File: src/verilog/pipe_consts.svh
`ifndef PIPE_CONSTS_SVH
`define PIPE_CONSTS_SVH

// *************************************************
// datapath widths
// *************************************************
`define WORD_W     16        // instruction word and pc
`define REG_IDX_W  4         // 16 architectural registers

// *************************************************
// control constants
// *************************************************
// edges between HLT leaving decode and the hlt_out pulse
`define HLT_DELAY  3
`define RESET_PC   16'h0000  // first fetch address

`endif

File: src/verilog/isa_pkg.sv
`include "pipe_consts.svh"

package isa_pkg;

	// opcode lives in instr[15:12]
	typedef enum logic [3:0] {
		OP_ADD  = 4'd0,   // register alu ops start here
		OP_SUB  = 4'd1,
		OP_XOR  = 4'd2,
		OP_RED  = 4'd3,
		OP_SLL  = 4'd4,
		OP_SRA  = 4'd5,
		OP_ROR  = 4'd6,
		OP_PADD = 4'd7,   // last alu op
		OP_LW   = 4'd8,   // load word, rd <- mem
		OP_SW   = 4'd9,   // store word, data in 11:8
		OP_LHB  = 4'd10,  // load high byte, reads rd
		OP_LLB  = 4'd11,  // load low byte, reads rd
		OP_B    = 4'd12,  // control group, no register sources
		OP_BR   = 4'd13,
		OP_PCS  = 4'd14,
		OP_HLT  = 4'd15   // stop the machine
	} opcode_e;

	// register file index
	typedef logic [`REG_IDX_W-1:0] reg_idx_t;

endpackage

File: src/verilog/pipe_pkg.sv
`include "pipe_consts.svh"

package pipe_pkg;

	// *************************************************
	// IF/ID payload, 33 bits
	// *************************************************
	typedef struct packed {
		logic              valid;  // cleared by a bubble
		logic [`WORD_W-1:0] instr; // fetched word
		logic [`WORD_W-1:0] pc;    // its address
	} if_id_t;

	// *************************************************
	// ID/EX payload, 18 bits
	// *************************************************
	typedef struct packed {
		logic              valid;      // cleared by a bubble
		logic [`WORD_W-1:0] instr;     // word moving into execute
		logic              mem_to_reg; // load result goes to rd
	} id_ex_t;

endpackage

File: src/verilog/fetch_stage.sv
`timescale 1ns/1ps
`include "pipe_consts.svh"

module fetch_stage (
	input  logic               clk,
	input  logic               arst_n,
	input  logic               stall,
	input  logic               halted,
	input  logic               flush,
	input  logic [`WORD_W-1:0] flush_target,
	output logic [`WORD_W-1:0] pc
);

	logic               freeze;    // no advance this edge
	logic [`WORD_W-1:0] pc_next;

	assign freeze = stall | halted;

	// *************************************************
	// next pc, priority flush > freeze > increment
	// *************************************************
	always_comb begin
		if (flush) begin
			pc_next = flush_target;     // redirect
		end else if (freeze) begin
			pc_next = pc;               // hold for hazard or halt
		end else begin
			pc_next = pc + 1'b1;        // one word per instruction
		end
	end

	always_ff @(posedge clk or negedge arst_n) begin
		if (!arst_n) begin
			pc <= `RESET_PC;
		end else begin
			pc <= pc_next;
		end
	end

	// a halted core only moves on a redirect
	a_halt_freeze: assert property (
		@(posedge clk) disable iff (!arst_n)
		(halted && !flush) |=> $stable(pc)
	);

endmodule

File: src/verilog/hazard_pipe_top.sv
`timescale 1ns/1ps
`include "pipe_consts.svh"

module hazard_pipe_top (
	input  logic               clk,
	input  logic               arst_n,
	input  logic [`WORD_W-1:0] instr,          // word at the current pc
	input  logic               flush,          // one cycle strobe
	input  logic [`WORD_W-1:0] flush_target,
	output logic [`WORD_W-1:0] pc,
	output logic               stall,
	output logic               hlt_out,
	output logic               halted,
	output logic [`WORD_W-1:0] ex_instr,
	output logic               ex_valid
);

	import isa_pkg::*;
	import pipe_pkg::*;

	if_id_t   if_id_d, if_id_q;
	id_ex_t   id_ex_d, id_ex_q;

	reg_idx_t id_rs, id_rt;
	logic     id_uses_rs, id_uses_rt;
	logic     id_is_load, id_is_hlt;
	reg_idx_t ex_rd;

	// *************************************************
	// fetch and IF/ID
	// *************************************************
	fetch_stage u_fetch (
		.clk          (clk),
		.arst_n       (arst_n),
		.stall        (stall),
		.halted       (halted),
		.flush        (flush),
		.flush_target (flush_target),
		.pc           (pc)
	);

	assign if_id_d = '{valid: 1'b1, instr: instr, pc: pc};

	pipe_reg #(.payload_t(if_id_t)) u_if_id (
		.clk    (clk),
		.arst_n (arst_n),
		.hold   (stall),   // dependent word waits here
		.bubble (flush),
		.d      (if_id_d),
		.q      (if_id_q)
	);

	instr_decode u_id_dec (
		.instr   (if_id_q.instr),
		.valid   (if_id_q.valid),
		.rs      (id_rs),
		.rt      (id_rt),
		.rd      (),
		.uses_rs (id_uses_rs),
		.uses_rt (id_uses_rt),
		.is_load (id_is_load),
		.is_hlt  (id_is_hlt)
	);

	// *************************************************
	// ID/EX
	// *************************************************
	assign id_ex_d = '{valid: if_id_q.valid, instr: if_id_q.instr, mem_to_reg: id_is_load};

	pipe_reg #(.payload_t(id_ex_t)) u_id_ex (
		.clk    (clk),
		.arst_n (arst_n),
		.hold   (1'b0),            // execute never waits
		.bubble (flush | stall),   // stall inserts the empty slot
		.d      (id_ex_d),
		.q      (id_ex_q)
	);

	instr_decode u_ex_dec (
		.instr   (id_ex_q.instr),
		.valid   (id_ex_q.valid),
		.rs      (),
		.rt      (),
		.rd      (ex_rd),
		.uses_rs (),
		.uses_rt (),
		.is_load (),
		.is_hlt  ()
	);

	hazard_unit u_hazard (
		.clk        (clk),
		.arst_n     (arst_n),
		.flush      (flush),
		.id_rs      (id_rs),
		.id_rt      (id_rt),
		.ex_rd      (ex_rd),
		.id_uses_rs (id_uses_rs),
		.id_uses_rt (id_uses_rt),
		.ex_is_load (id_ex_q.mem_to_reg),   // carried flag cleared by a bubble
		.id_is_hlt  (id_is_hlt),
		.stall      (stall),
		.hlt_out    (hlt_out),
		.halted     (halted)
	);

	assign ex_instr = id_ex_q.instr;
	assign ex_valid = id_ex_q.valid;

endmodule

File: src/verilog/hazard_unit.sv
`timescale 1ns/1ps
`include "pipe_consts.svh"

module hazard_unit (
	input  logic              clk,
	input  logic              arst_n,
	input  logic              flush,
	input  isa_pkg::reg_idx_t id_rs,
	input  isa_pkg::reg_idx_t id_rt,
	input  isa_pkg::reg_idx_t ex_rd,
	input  logic              id_uses_rs,
	input  logic              id_uses_rt,
	input  logic              ex_is_load,
	input  logic              id_is_hlt,
	output logic              stall,
	output logic              hlt_out,
	output logic              halted
);

	import isa_pkg::*;

	logic                  rs_hit;     // decode rs needs the load result
	logic                  rt_hit;     // decode rt needs the load result
	logic                  load_use;   // one cycle bubble needed
	logic                  hlt_take;   // HLT leaving decode this edge
	logic [`HLT_DELAY-1:0] hlt_line;   // halt delay line, bit 0 first

	// *************************************************
	// load-use detection
	// *************************************************
	assign rs_hit   = id_uses_rs && (id_rs == ex_rd);
	assign rt_hit   = id_uses_rt && (id_rt == ex_rd);
	assign load_use = ex_is_load && (rs_hit || rt_hit);

	// the ID/EX bubble on the next edge removes the load
	// so the stall drops by itself after one cycle
	assign stall = load_use | halted;

	// *************************************************
	// halt delay line
	// *************************************************
	// a stalled HLT stays in decode, sample it only once
	assign hlt_take = id_is_hlt && !stall;

	always_ff @(posedge clk or negedge arst_n) begin
		if (!arst_n) begin
			hlt_line <= '0;
		end else if (flush) begin
			hlt_line <= '0;                                  // squashed HLT never fires
		end else begin
			hlt_line <= {hlt_line[`HLT_DELAY-2:0], hlt_take}; // shift toward the output
		end
	end

	assign hlt_out = hlt_line[`HLT_DELAY-1];   // pulse at the end of the line

	// sticky, only reset clears it
	always_ff @(posedge clk or negedge arst_n) begin
		if (!arst_n) begin
			halted <= 1'b0;
		end else if (hlt_out) begin
			halted <= 1'b1;
		end
	end

	// *************************************************
	// checks
	// *************************************************
	// relies on the ID/EX register taking a bubble
	a_stall_one_cycle: assert property (
		@(posedge clk) disable iff (!arst_n)
		(stall && !halted) |=> (!stall || halted)
	);

	// one HLT gives one pulse
	a_hlt_pulse: assert property (
		@(posedge clk) disable iff (!arst_n)
		hlt_out |=> !hlt_out
	);

endmodule

File: src/verilog/instr_decode.sv
`timescale 1ns/1ps
`include "pipe_consts.svh"

module instr_decode (
	input  logic [`WORD_W-1:0] instr,
	input  logic               valid,
	output isa_pkg::reg_idx_t  rs,
	output isa_pkg::reg_idx_t  rt,
	output isa_pkg::reg_idx_t  rd,
	output logic               uses_rs,
	output logic               uses_rt,
	output logic               is_load,
	output logic               is_hlt
);

	import isa_pkg::*;

	opcode_e op;
	logic    is_alu;    // opcodes 0..7
	logic    is_store;
	logic    is_byte;   // LHB or LLB
	logic    has_src;   // any register read at all

	assign op = opcode_e'(instr[15:12]);

	// *************************************************
	// opcode classes
	// *************************************************
	assign is_alu   = ~instr[15];            // top bit clear for alu group
	assign is_store = (op == OP_SW);
	assign is_byte  = (op == OP_LHB) || (op == OP_LLB);
	// control ops and HLT read nothing
	assign has_src  = is_alu || (op == OP_LW) || is_store || is_byte;

	// *************************************************
	// register fields
	// *************************************************
	assign rd = instr[11:8];   // destination always here

	// store data and byte loads read the 11:8 field
	assign rs = (is_store || is_byte) ? instr[11:8] : instr[7:4];
	// memory ops keep the base in 7:4
	assign rt = (is_store || (op == OP_LW)) ? instr[7:4] : instr[3:0];

	// flags gated by valid so a bubble reports nothing
	assign uses_rs = valid && has_src;
	assign uses_rt = valid && (is_alu || (op == OP_LW) || is_store); // byte loads carry an immediate
	assign is_load = valid && (op == OP_LW);
	assign is_hlt  = valid && (op == OP_HLT);

endmodule

File: src/verilog/pipe_reg.sv
`timescale 1ns/1ps

module pipe_reg #(
	parameter type payload_t = logic [7:0]
) (
	input  logic     clk,
	input  logic     arst_n,
	input  logic     hold,     // keep current contents
	input  logic     bubble,   // load an empty slot
	input  payload_t d,
	output payload_t q
);

	// all-zero payload also clears valid
	always_ff @(posedge clk or negedge arst_n) begin
		if (!arst_n) begin
			q <= '0;
		end else if (bubble) begin
			q <= '0;      // flush beats hold
		end else if (!hold) begin
			q <= d;
		end
	end

	// held stage keeps its word across the edge
	a_hold_stable: assert property (
		@(posedge clk) disable iff (!arst_n)
		(hold && !bubble) |=> $stable(q)
	);

endmodule
File: config.mk
export PLATFORM = sky130hd
export DESIGN_NAME = hazard_pipe_top
export DESIGN_NICKNAME = d
export VERILOG_FILES = /design/src/verilog/isa_pkg.sv /design/src/verilog/pipe_pkg.sv /design/src/verilog/fetch_stage.sv /design/src/verilog/hazard_pipe_top.sv /design/src/verilog/hazard_unit.sv /design/src/verilog/instr_decode.sv /design/src/verilog/pipe_reg.sv
export VERILOG_INCLUDE_DIRS = /design/src /design/src/verilog
export SDC_FILE = /design/constraint.sdc
export NUM_CORES = 1
export LEC_CHECK = 0
export BUFFER_PORTS_ARGS = -buffer_cell sky130_fd_sc_hd__clkbuf_2
export CAP_MARGIN = 15
export CORE_AREA = 2 2 72 74
export DETAILED_ROUTE_END_ITERATION = 10
export DIE_AREA = 0 0 74 76
export MAX_ROUTING_LAYER = met4
export PLACE_DENSITY = 0.88
export SYNTH_ARGS = -nofsm -noshare
export SYNTH_HDL_FRONTEND = slang
export SYNTH_SLANG_ARGS = --single-unit
export TNS_END_PERCENT = 5
File: constraint.sdc
create_clock -name clk -period 6.75 [get_ports clk]
set_input_delay 0.3375 -clock clk [delete_from_list [all_inputs] [get_ports clk]]
set_output_delay 0.3375 -clock clk [all_outputs]
set_load 0.05 [all_outputs]
==> out/qor.yml, run 1 <==
status:
  status: "completed"
synthesis:
  synth_edf_count: 0
  ys.warnings.count: 0
  synth_top_cells_by_area: "dfrtp_1 52%, nand2_1 6.5%, and3_1 4.5%"
  synthCells: 276
  seq_area_frac_synth_pct: 51.7
  synth_seq_cells: 55
  async_flop_share_pct: 100
  synth_area_leader_cell: "dfrtp_1"
  synth.avg_cell_area_um2: 9.64
  synth_top_area_share_pct: 51.7
  synth_most_common_cell: "dfrtp_1"
  synth-main-ff-cell: "dfrtp_1"
  yosysUniqueCellTypes: 42
  syn_nets: 312
  netlist_top_cells_count: "55 x dfrtp_1, 46 x nand2_1, 19 x and3_1"
  synth_area_mm2: 0.00266
timing:
  tightest_slew_ns: 0.882
  fin_tns_setup_ns: 0
  maxSlewHeadroom_pct: 40.8
  period_needed_ns: 3.72
  slew_violations: 0
  skew_ns: 0.0125
  fin_crit_sh_pct: 55.1
  layout_setup_ws_ns: 3.03
  rsz0062_at_grt: "no"
  hold_viol_final: 0
  max_freq_ghz: 0.269
  setup_viol: 0
drt:
  num_vias: 2300
  ant_nets: 0
  first_pass_iters: 4
  wl_per_cell_um: 14.3
  drt_iter0_drc: 186
  drc: 0
  vias_per_cell: 5.57
  wl_mm: 5.91
clock_network:
  ctsResizeCount: 0
  insertion_delay_ns: 0.31
  cts_tree: "built"
  cts_hold_buf: 0
  postCtsSetupBuffers: 0
  clockBufferDepth: 2
  clkTransAtPathRegs_ns: 0.09
  htreeDepth: 2
  clock-sinks: 55
  cts_root_buf: "clkbuf_8"
  numCtsBuffers: 5
die:
  ioPinCount: 71
  fp-row-count: 26
  core_mm2: 0.00491
  dieWidth_um: 74
  die_area_mm2: 0.00562
  fp.dieH_um: 76
  initial_core_util_pct: 54.2
pwr:
  p_clk_share_pct: 25.0
  intPower_uw: 468
  power_switching_uw: 233
  p_sw_share_pct: 33.3
  finalPower_uw: 701
  leakagePower_nw: 1.54
  seq_power_share_pct: 53.4
  p_per_area_mw_per_mm2: 224
  peakVddDrop_uv: 137
  pwr-share-comb_pct: 21.6
layout:
  final_util_pct: 63.7
  final_net_count: 378
  multi_input_area_mm2: 0.00119
  drive_gt1_share_pct: 25.7
  n_fill_cell: 400
  area_delta_synth_final_pct: 17.5
  ff_latch_area_mm2: 0.00138
  diodes: 0
setup_path:
  worst_setup_path_end_kind: "primary output"
  arrival_ns: 3.38
  path_class: "reg -> out"
  critPathRequiredTime_ns: 6.41
  worstPathMaxFanout: 36
  worstSetupStartpointType: "register"
grt:
  overflow: 0
  antenna_found_initial: 0
  grt_max_degree: 56
  grt_pass1_wl_mm: 10.1
  grt_pass1_vias: 2199
  track_usage_pct: 23.2
worst_hold_path:
  hold_class: "in -> async"
placement:
  dp_hpwl_mm: 4.23
  pre_cts_ws_ns: 3.45
  place.gp.congestion: 0.856
  port_buffers: 70
job:
  drv_cap: 0
registers in the layout, summed over array words and instances, names as in the netlist:
| register | flops |
|---|---|
| u_fetch.pc | 16 |
| u_hazard.hlt_line | 3 |
| u_if_id.q | 17 |
| u_id_ex.q | 18 |
| u_hazard.halted | 1 |
worst max-delay path: stages (launching register included):
cell and delay (ns):
dfrtp_1 0.45, nand2b_1 0.23, a2111oi_0 0.46, o2111ai_1 0.18, nor3_1 0.62, a211oi_4 0.07, buf_4 0.27, inv_2 0.40
clkbuf_2 0.37
area by class of cell:
| cell class | count | area share [%] |
|---|---|---|
| Clock buffer | 6 | 2.32 |
| Clock inverter | 2 | 0.400 |
| Inverter | 6 | 0.720 |
| Multi-Input combinational cell | 202 | 38.1 |
| Sequential cell | 55 | 44.0 |
| Tap cell | 70 | 2.80 |
| Timing Repair Buffer | 72 | 11.7 |
power by group through the flow:
stage	Sequential [mW]	Clock, mW	Combinational, mW
after floorplan	0.428	0	0.0559
after global placement	0.379	0	0.150
after detailed placement	0.381	0	0.152
after CTS	0.374	0.179	0.152
after global routing	0.378	0.190	0.166
final	0.375	0.175	0.151
logic make-up after synthesis:
logic type	after synthesis	share of synthesized area, %
compound gates	62	15.8
fa+ha+maj	1	0.470
xor+xnor	7	2.30
mux	5	1.93
flops	55	51.7
simple gates	127	24.2
buf+inv	19	3.53
final timing paths:
check,startpoint,end,slack [ns],cells after the start
worst max-delay path,u_if_id.q[30],stall,3.03,8
min in group clk,instr[4],u_if_id.q[20],0.24,3
worst min-delay path,arst_n,u_id_ex.q[3],0.14,2
worst max register to register,u_if_id.q[30],u_fetch.pc[4],3.61,9
worst min register to register,u_hazard.hlt_line[1],u_hazard.hlt_line[2],0.47,1
max in group asynchronous,arst_n,u_fetch.pc[10],6.15,2
through the flow:
step	hold slack (ns)	instance area [µm²]	std cells
after floorplan	0.0419	2660	276
after global placement	0.447	3040	405
after detailed placement	0.448	3040	405
after CTS	0.172	3130	413
after global routing	0.225	3130	413
final	0.140	3130	413
per-layer routing:
layer  GRT usage (%)  vias to the layer above  share of wire, %
met2            36.2                       72                48
li1                -                     1108                 -
met4            5.82                        0               1.4
met3            4.50                        9               4.7
met5               -                        -                 0
met1            31.3                     1111                46
cells in the final DEF (no fill, tap or decap), types with 3 or more instances in the layout:
| cell type | synthesis | routed |
|---|---|---|
| a21o_1 | 3 | 3 |
| o21ai_0 | 15 | 15 |
| or3_1 | 8 | 8 |
| nor3_1 | 5 | 5 |
| xnor2_1 | 4 | 4 |
| nor2b_1 | 9 | 9 |
| dfrtp_1 | 55 | 55 |
| a2111oi_0 | 3 | 3 |
| a22oi_1 | 3 | 3 |
| and3_1 | 19 | 19 |
| nand2_1 | 46 | 46 |
| xor2_1 | 3 | 3 |
| clkbuf_8 | 0 | 5 |
| clkbuf_2 | 0 | 70 |
| mux2i_1 | 4 | 4 |
| a21oi_1 | 18 | 18 |
| a31oi_1 | 8 | 8 |
| inv_1 | 5 | 5 |
| or2_2 | 3 | 3 |
| nand3_1 | 13 | 13 |
| nor2_1 | 13 | 13 |
No activity file was read; power rests on OpenSTA's default activity.
==> inputs of run 2 (changes only) <==
Settings changed: CORE_AREA 2 2 72 74 to 2 2 75 77, DIE_AREA 0 0 74 76 to 0 0 77 79, PLACE_DENSITY 0.88 to 0.82.
Clock period 6.75 ns to 3.7 ns, I/O delays scaled along.
==> run 2 against run 1 <==
Effect of this change:
- the run now ends with negative hold slack left
- flip-flop and latch count stayed put
- utilization fell by 5.0 points
- clock power is 78% higher
- design area rose by 0.20%
- clock skew decreased by 0.0021 ns
- die area is 8.2% higher
==> out/qor.yml, run 2 (synthesis gave the netlist of run 1 again) <==
status:
  status: "finished with violations"
  violations: "negative hold slack"
layout:
  final_common_cell: "clkbuf_2"
  largestRegisters: "u_id_ex.q: 18 flops, u_if_id.q: 17 flops, u_fetch.pc: 16 flops"
  regMostFlops: "u_id_ex.q"
  diodes: 0
  final_net_count: 379
  ff_latch_area_mm2: 0.00138
  final_area_mm2: 0.00313
  drive_gt1_share_pct: 25.6
  n_fill_cell: 509
  largest_reg_flops: 18
  final_cell_mix: "70 x clkbuf_2, 55 x dfrtp_1, 46 x nand2_1"
  area_delta_synth_final_pct: 17.8
  multi_input_area_mm2: 0.00119
grt:
  track_usage_pct: 20.6
  overflow: 0
  grt_max_degree: 56
  grt_pass1_wl_mm: 9.83
  grt_pass1_vias: 2134
  antenna_found_initial: 0
timing:
  hold_slack_ns: -0.0215
  tightest_slew_ns: 0.861
  fin_crit_sh_pct: 87.7
  period_needed_ns: 3.25
  rsz0062_at_grt: "no"
  fin_tns_setup_ns: 0
  hold_viol_final: 10
  maxSlewHeadroom_pct: 42.6
  max_freq_ghz: 0.308
  slew_violations: 0
  skew_ns: 0.0104
  setup_viol: 0
die:
  fp-row-count: 27
  fp.dieH_um: 79
  ioPinCount: 71
  core_mm2: 0.00534
  die_area_mm2: 0.00608
  initial_core_util_pct: 49.9
  dieWidth_um: 77
drt:
  num_vias: 2272
  vias_per_cell: 5.46
  drt_iter0_drc: 181
  ant_nets: 0
  m1WireLength_mm: 2.59
  dr_wl_met2_mm: 2.94
  drc: 0
  first_pass_iters: 4
  dr_wl_met3_um: 275
  highest_layer: "met4"
  wl_per_cell_um: 14.2
  wl_mm: 5.92
pwr:
  leakagePower_nw: 1.55
  p_per_area_mw_per_mm2: 406
  peakVddDrop_uv: 221
  finalPower_mw: 1.27
placement:
  place_area_mm2: 0.00305
  port_buffers: 70
  dp_hpwl_mm: 4.27
  place.gp.congestion: 0.885
setup_path:
  critical-path-max-stage-delay_ns: 0.60
  worst_setup_path_end_kind: "primary output"
  worstSetupStartpointType: "register"
  worstPathMaxFanout: 30
  critPathBufInv: 2
  path_class: "reg -> out"
  cp_top_family: "simple AND/OR/NAND/NOR gates"
  arrival_ns: 3.06
  cpMaxStageDelayCell: "nor3_1"
  critPathRequiredTime_ns: 3.51
  path_cells: "nand2b_1, a2111oi_0, o2111ai_1, nor3_1, a211oi_4, inv_2, clkbuf_2"
clock_network:
  cts_hold_buf: 0
  cts_root_buf: "clkbuf_8"
  htreeDepth: 2
  clock-sinks: 55
  clkTransAtPathRegs_ns: 0.09
  postCtsSetupBuffers: 0
  insertion_delay_ns: 0.30
  clockBufferDepth: 2
  numCtsBuffers: 5
  ctsResizeCount: 0
  cts_tree: "built"
job:
  drv_cap: 0
worst_hold_path:
  hold_class: "in -> async"
==> run 2: cell count changes in the layout (fill, tap and decap cells not counted), sizes merged <==
cell      delta
buf          +1
clkbuf       +1
clkinvlp     -1
==> run 2: cell type report <==
cell class,count,share of cell area [%]
Clock buffer,7,2.44
Clock inverter,1,0.160
Inverter,6,0.719
Multi-Input combinational cell,202,38.0
Sequential cell,55,43.9
Tap cell,72,2.87
Timing Repair Buffer,73,11.9
==> run 2: metal layers <==
metal | global-route usage, % | vias to the layer above
met5 | - | -
met4 | 6.79 | 0
met3 | 3.18 | 13
met2 | 33.7 | 64
met1 | 26.7 | 1080
li1 | - | 1115
==> run 2: metrics by stage <==
stage               util (%)  worst slack, ns  cells
floorplan                  -             1.08    276
global placement        57.2            0.972    408
detailed placement      57.2            0.836    408
CTS                     58.7            0.466    416
global route            58.7            0.224    416
finish                  58.7            0.454    416
==> run 2: where the power goes <==
group	switching, mW	total (mW)	internal, mW
Clock	0.179	0.312	0.133
Sequential	0.0457	0.684	0.638
Combinational	0.194	0.277	0.0824
==> run 2: path summary, 6_finish.rpt <==
kind,to,slack (ns),cells after the start,startpoint
hold reg to reg,u_hazard.hlt_line[1],0.48,1,u_hazard.hlt_line[0]
min in group clk,u_if_id.q[28],0.08,3,instr[12]
setup reg to reg,u_fetch.pc[3],0.88,8,u_if_id.q[30]
hold / removal,u_id_ex.q[3],-0.02,2,arst_n
max in group asynchronous,u_id_ex.q[6],3.26,2,arst_n
setup / recovery,stall,0.45,7,u_if_id.q[30]
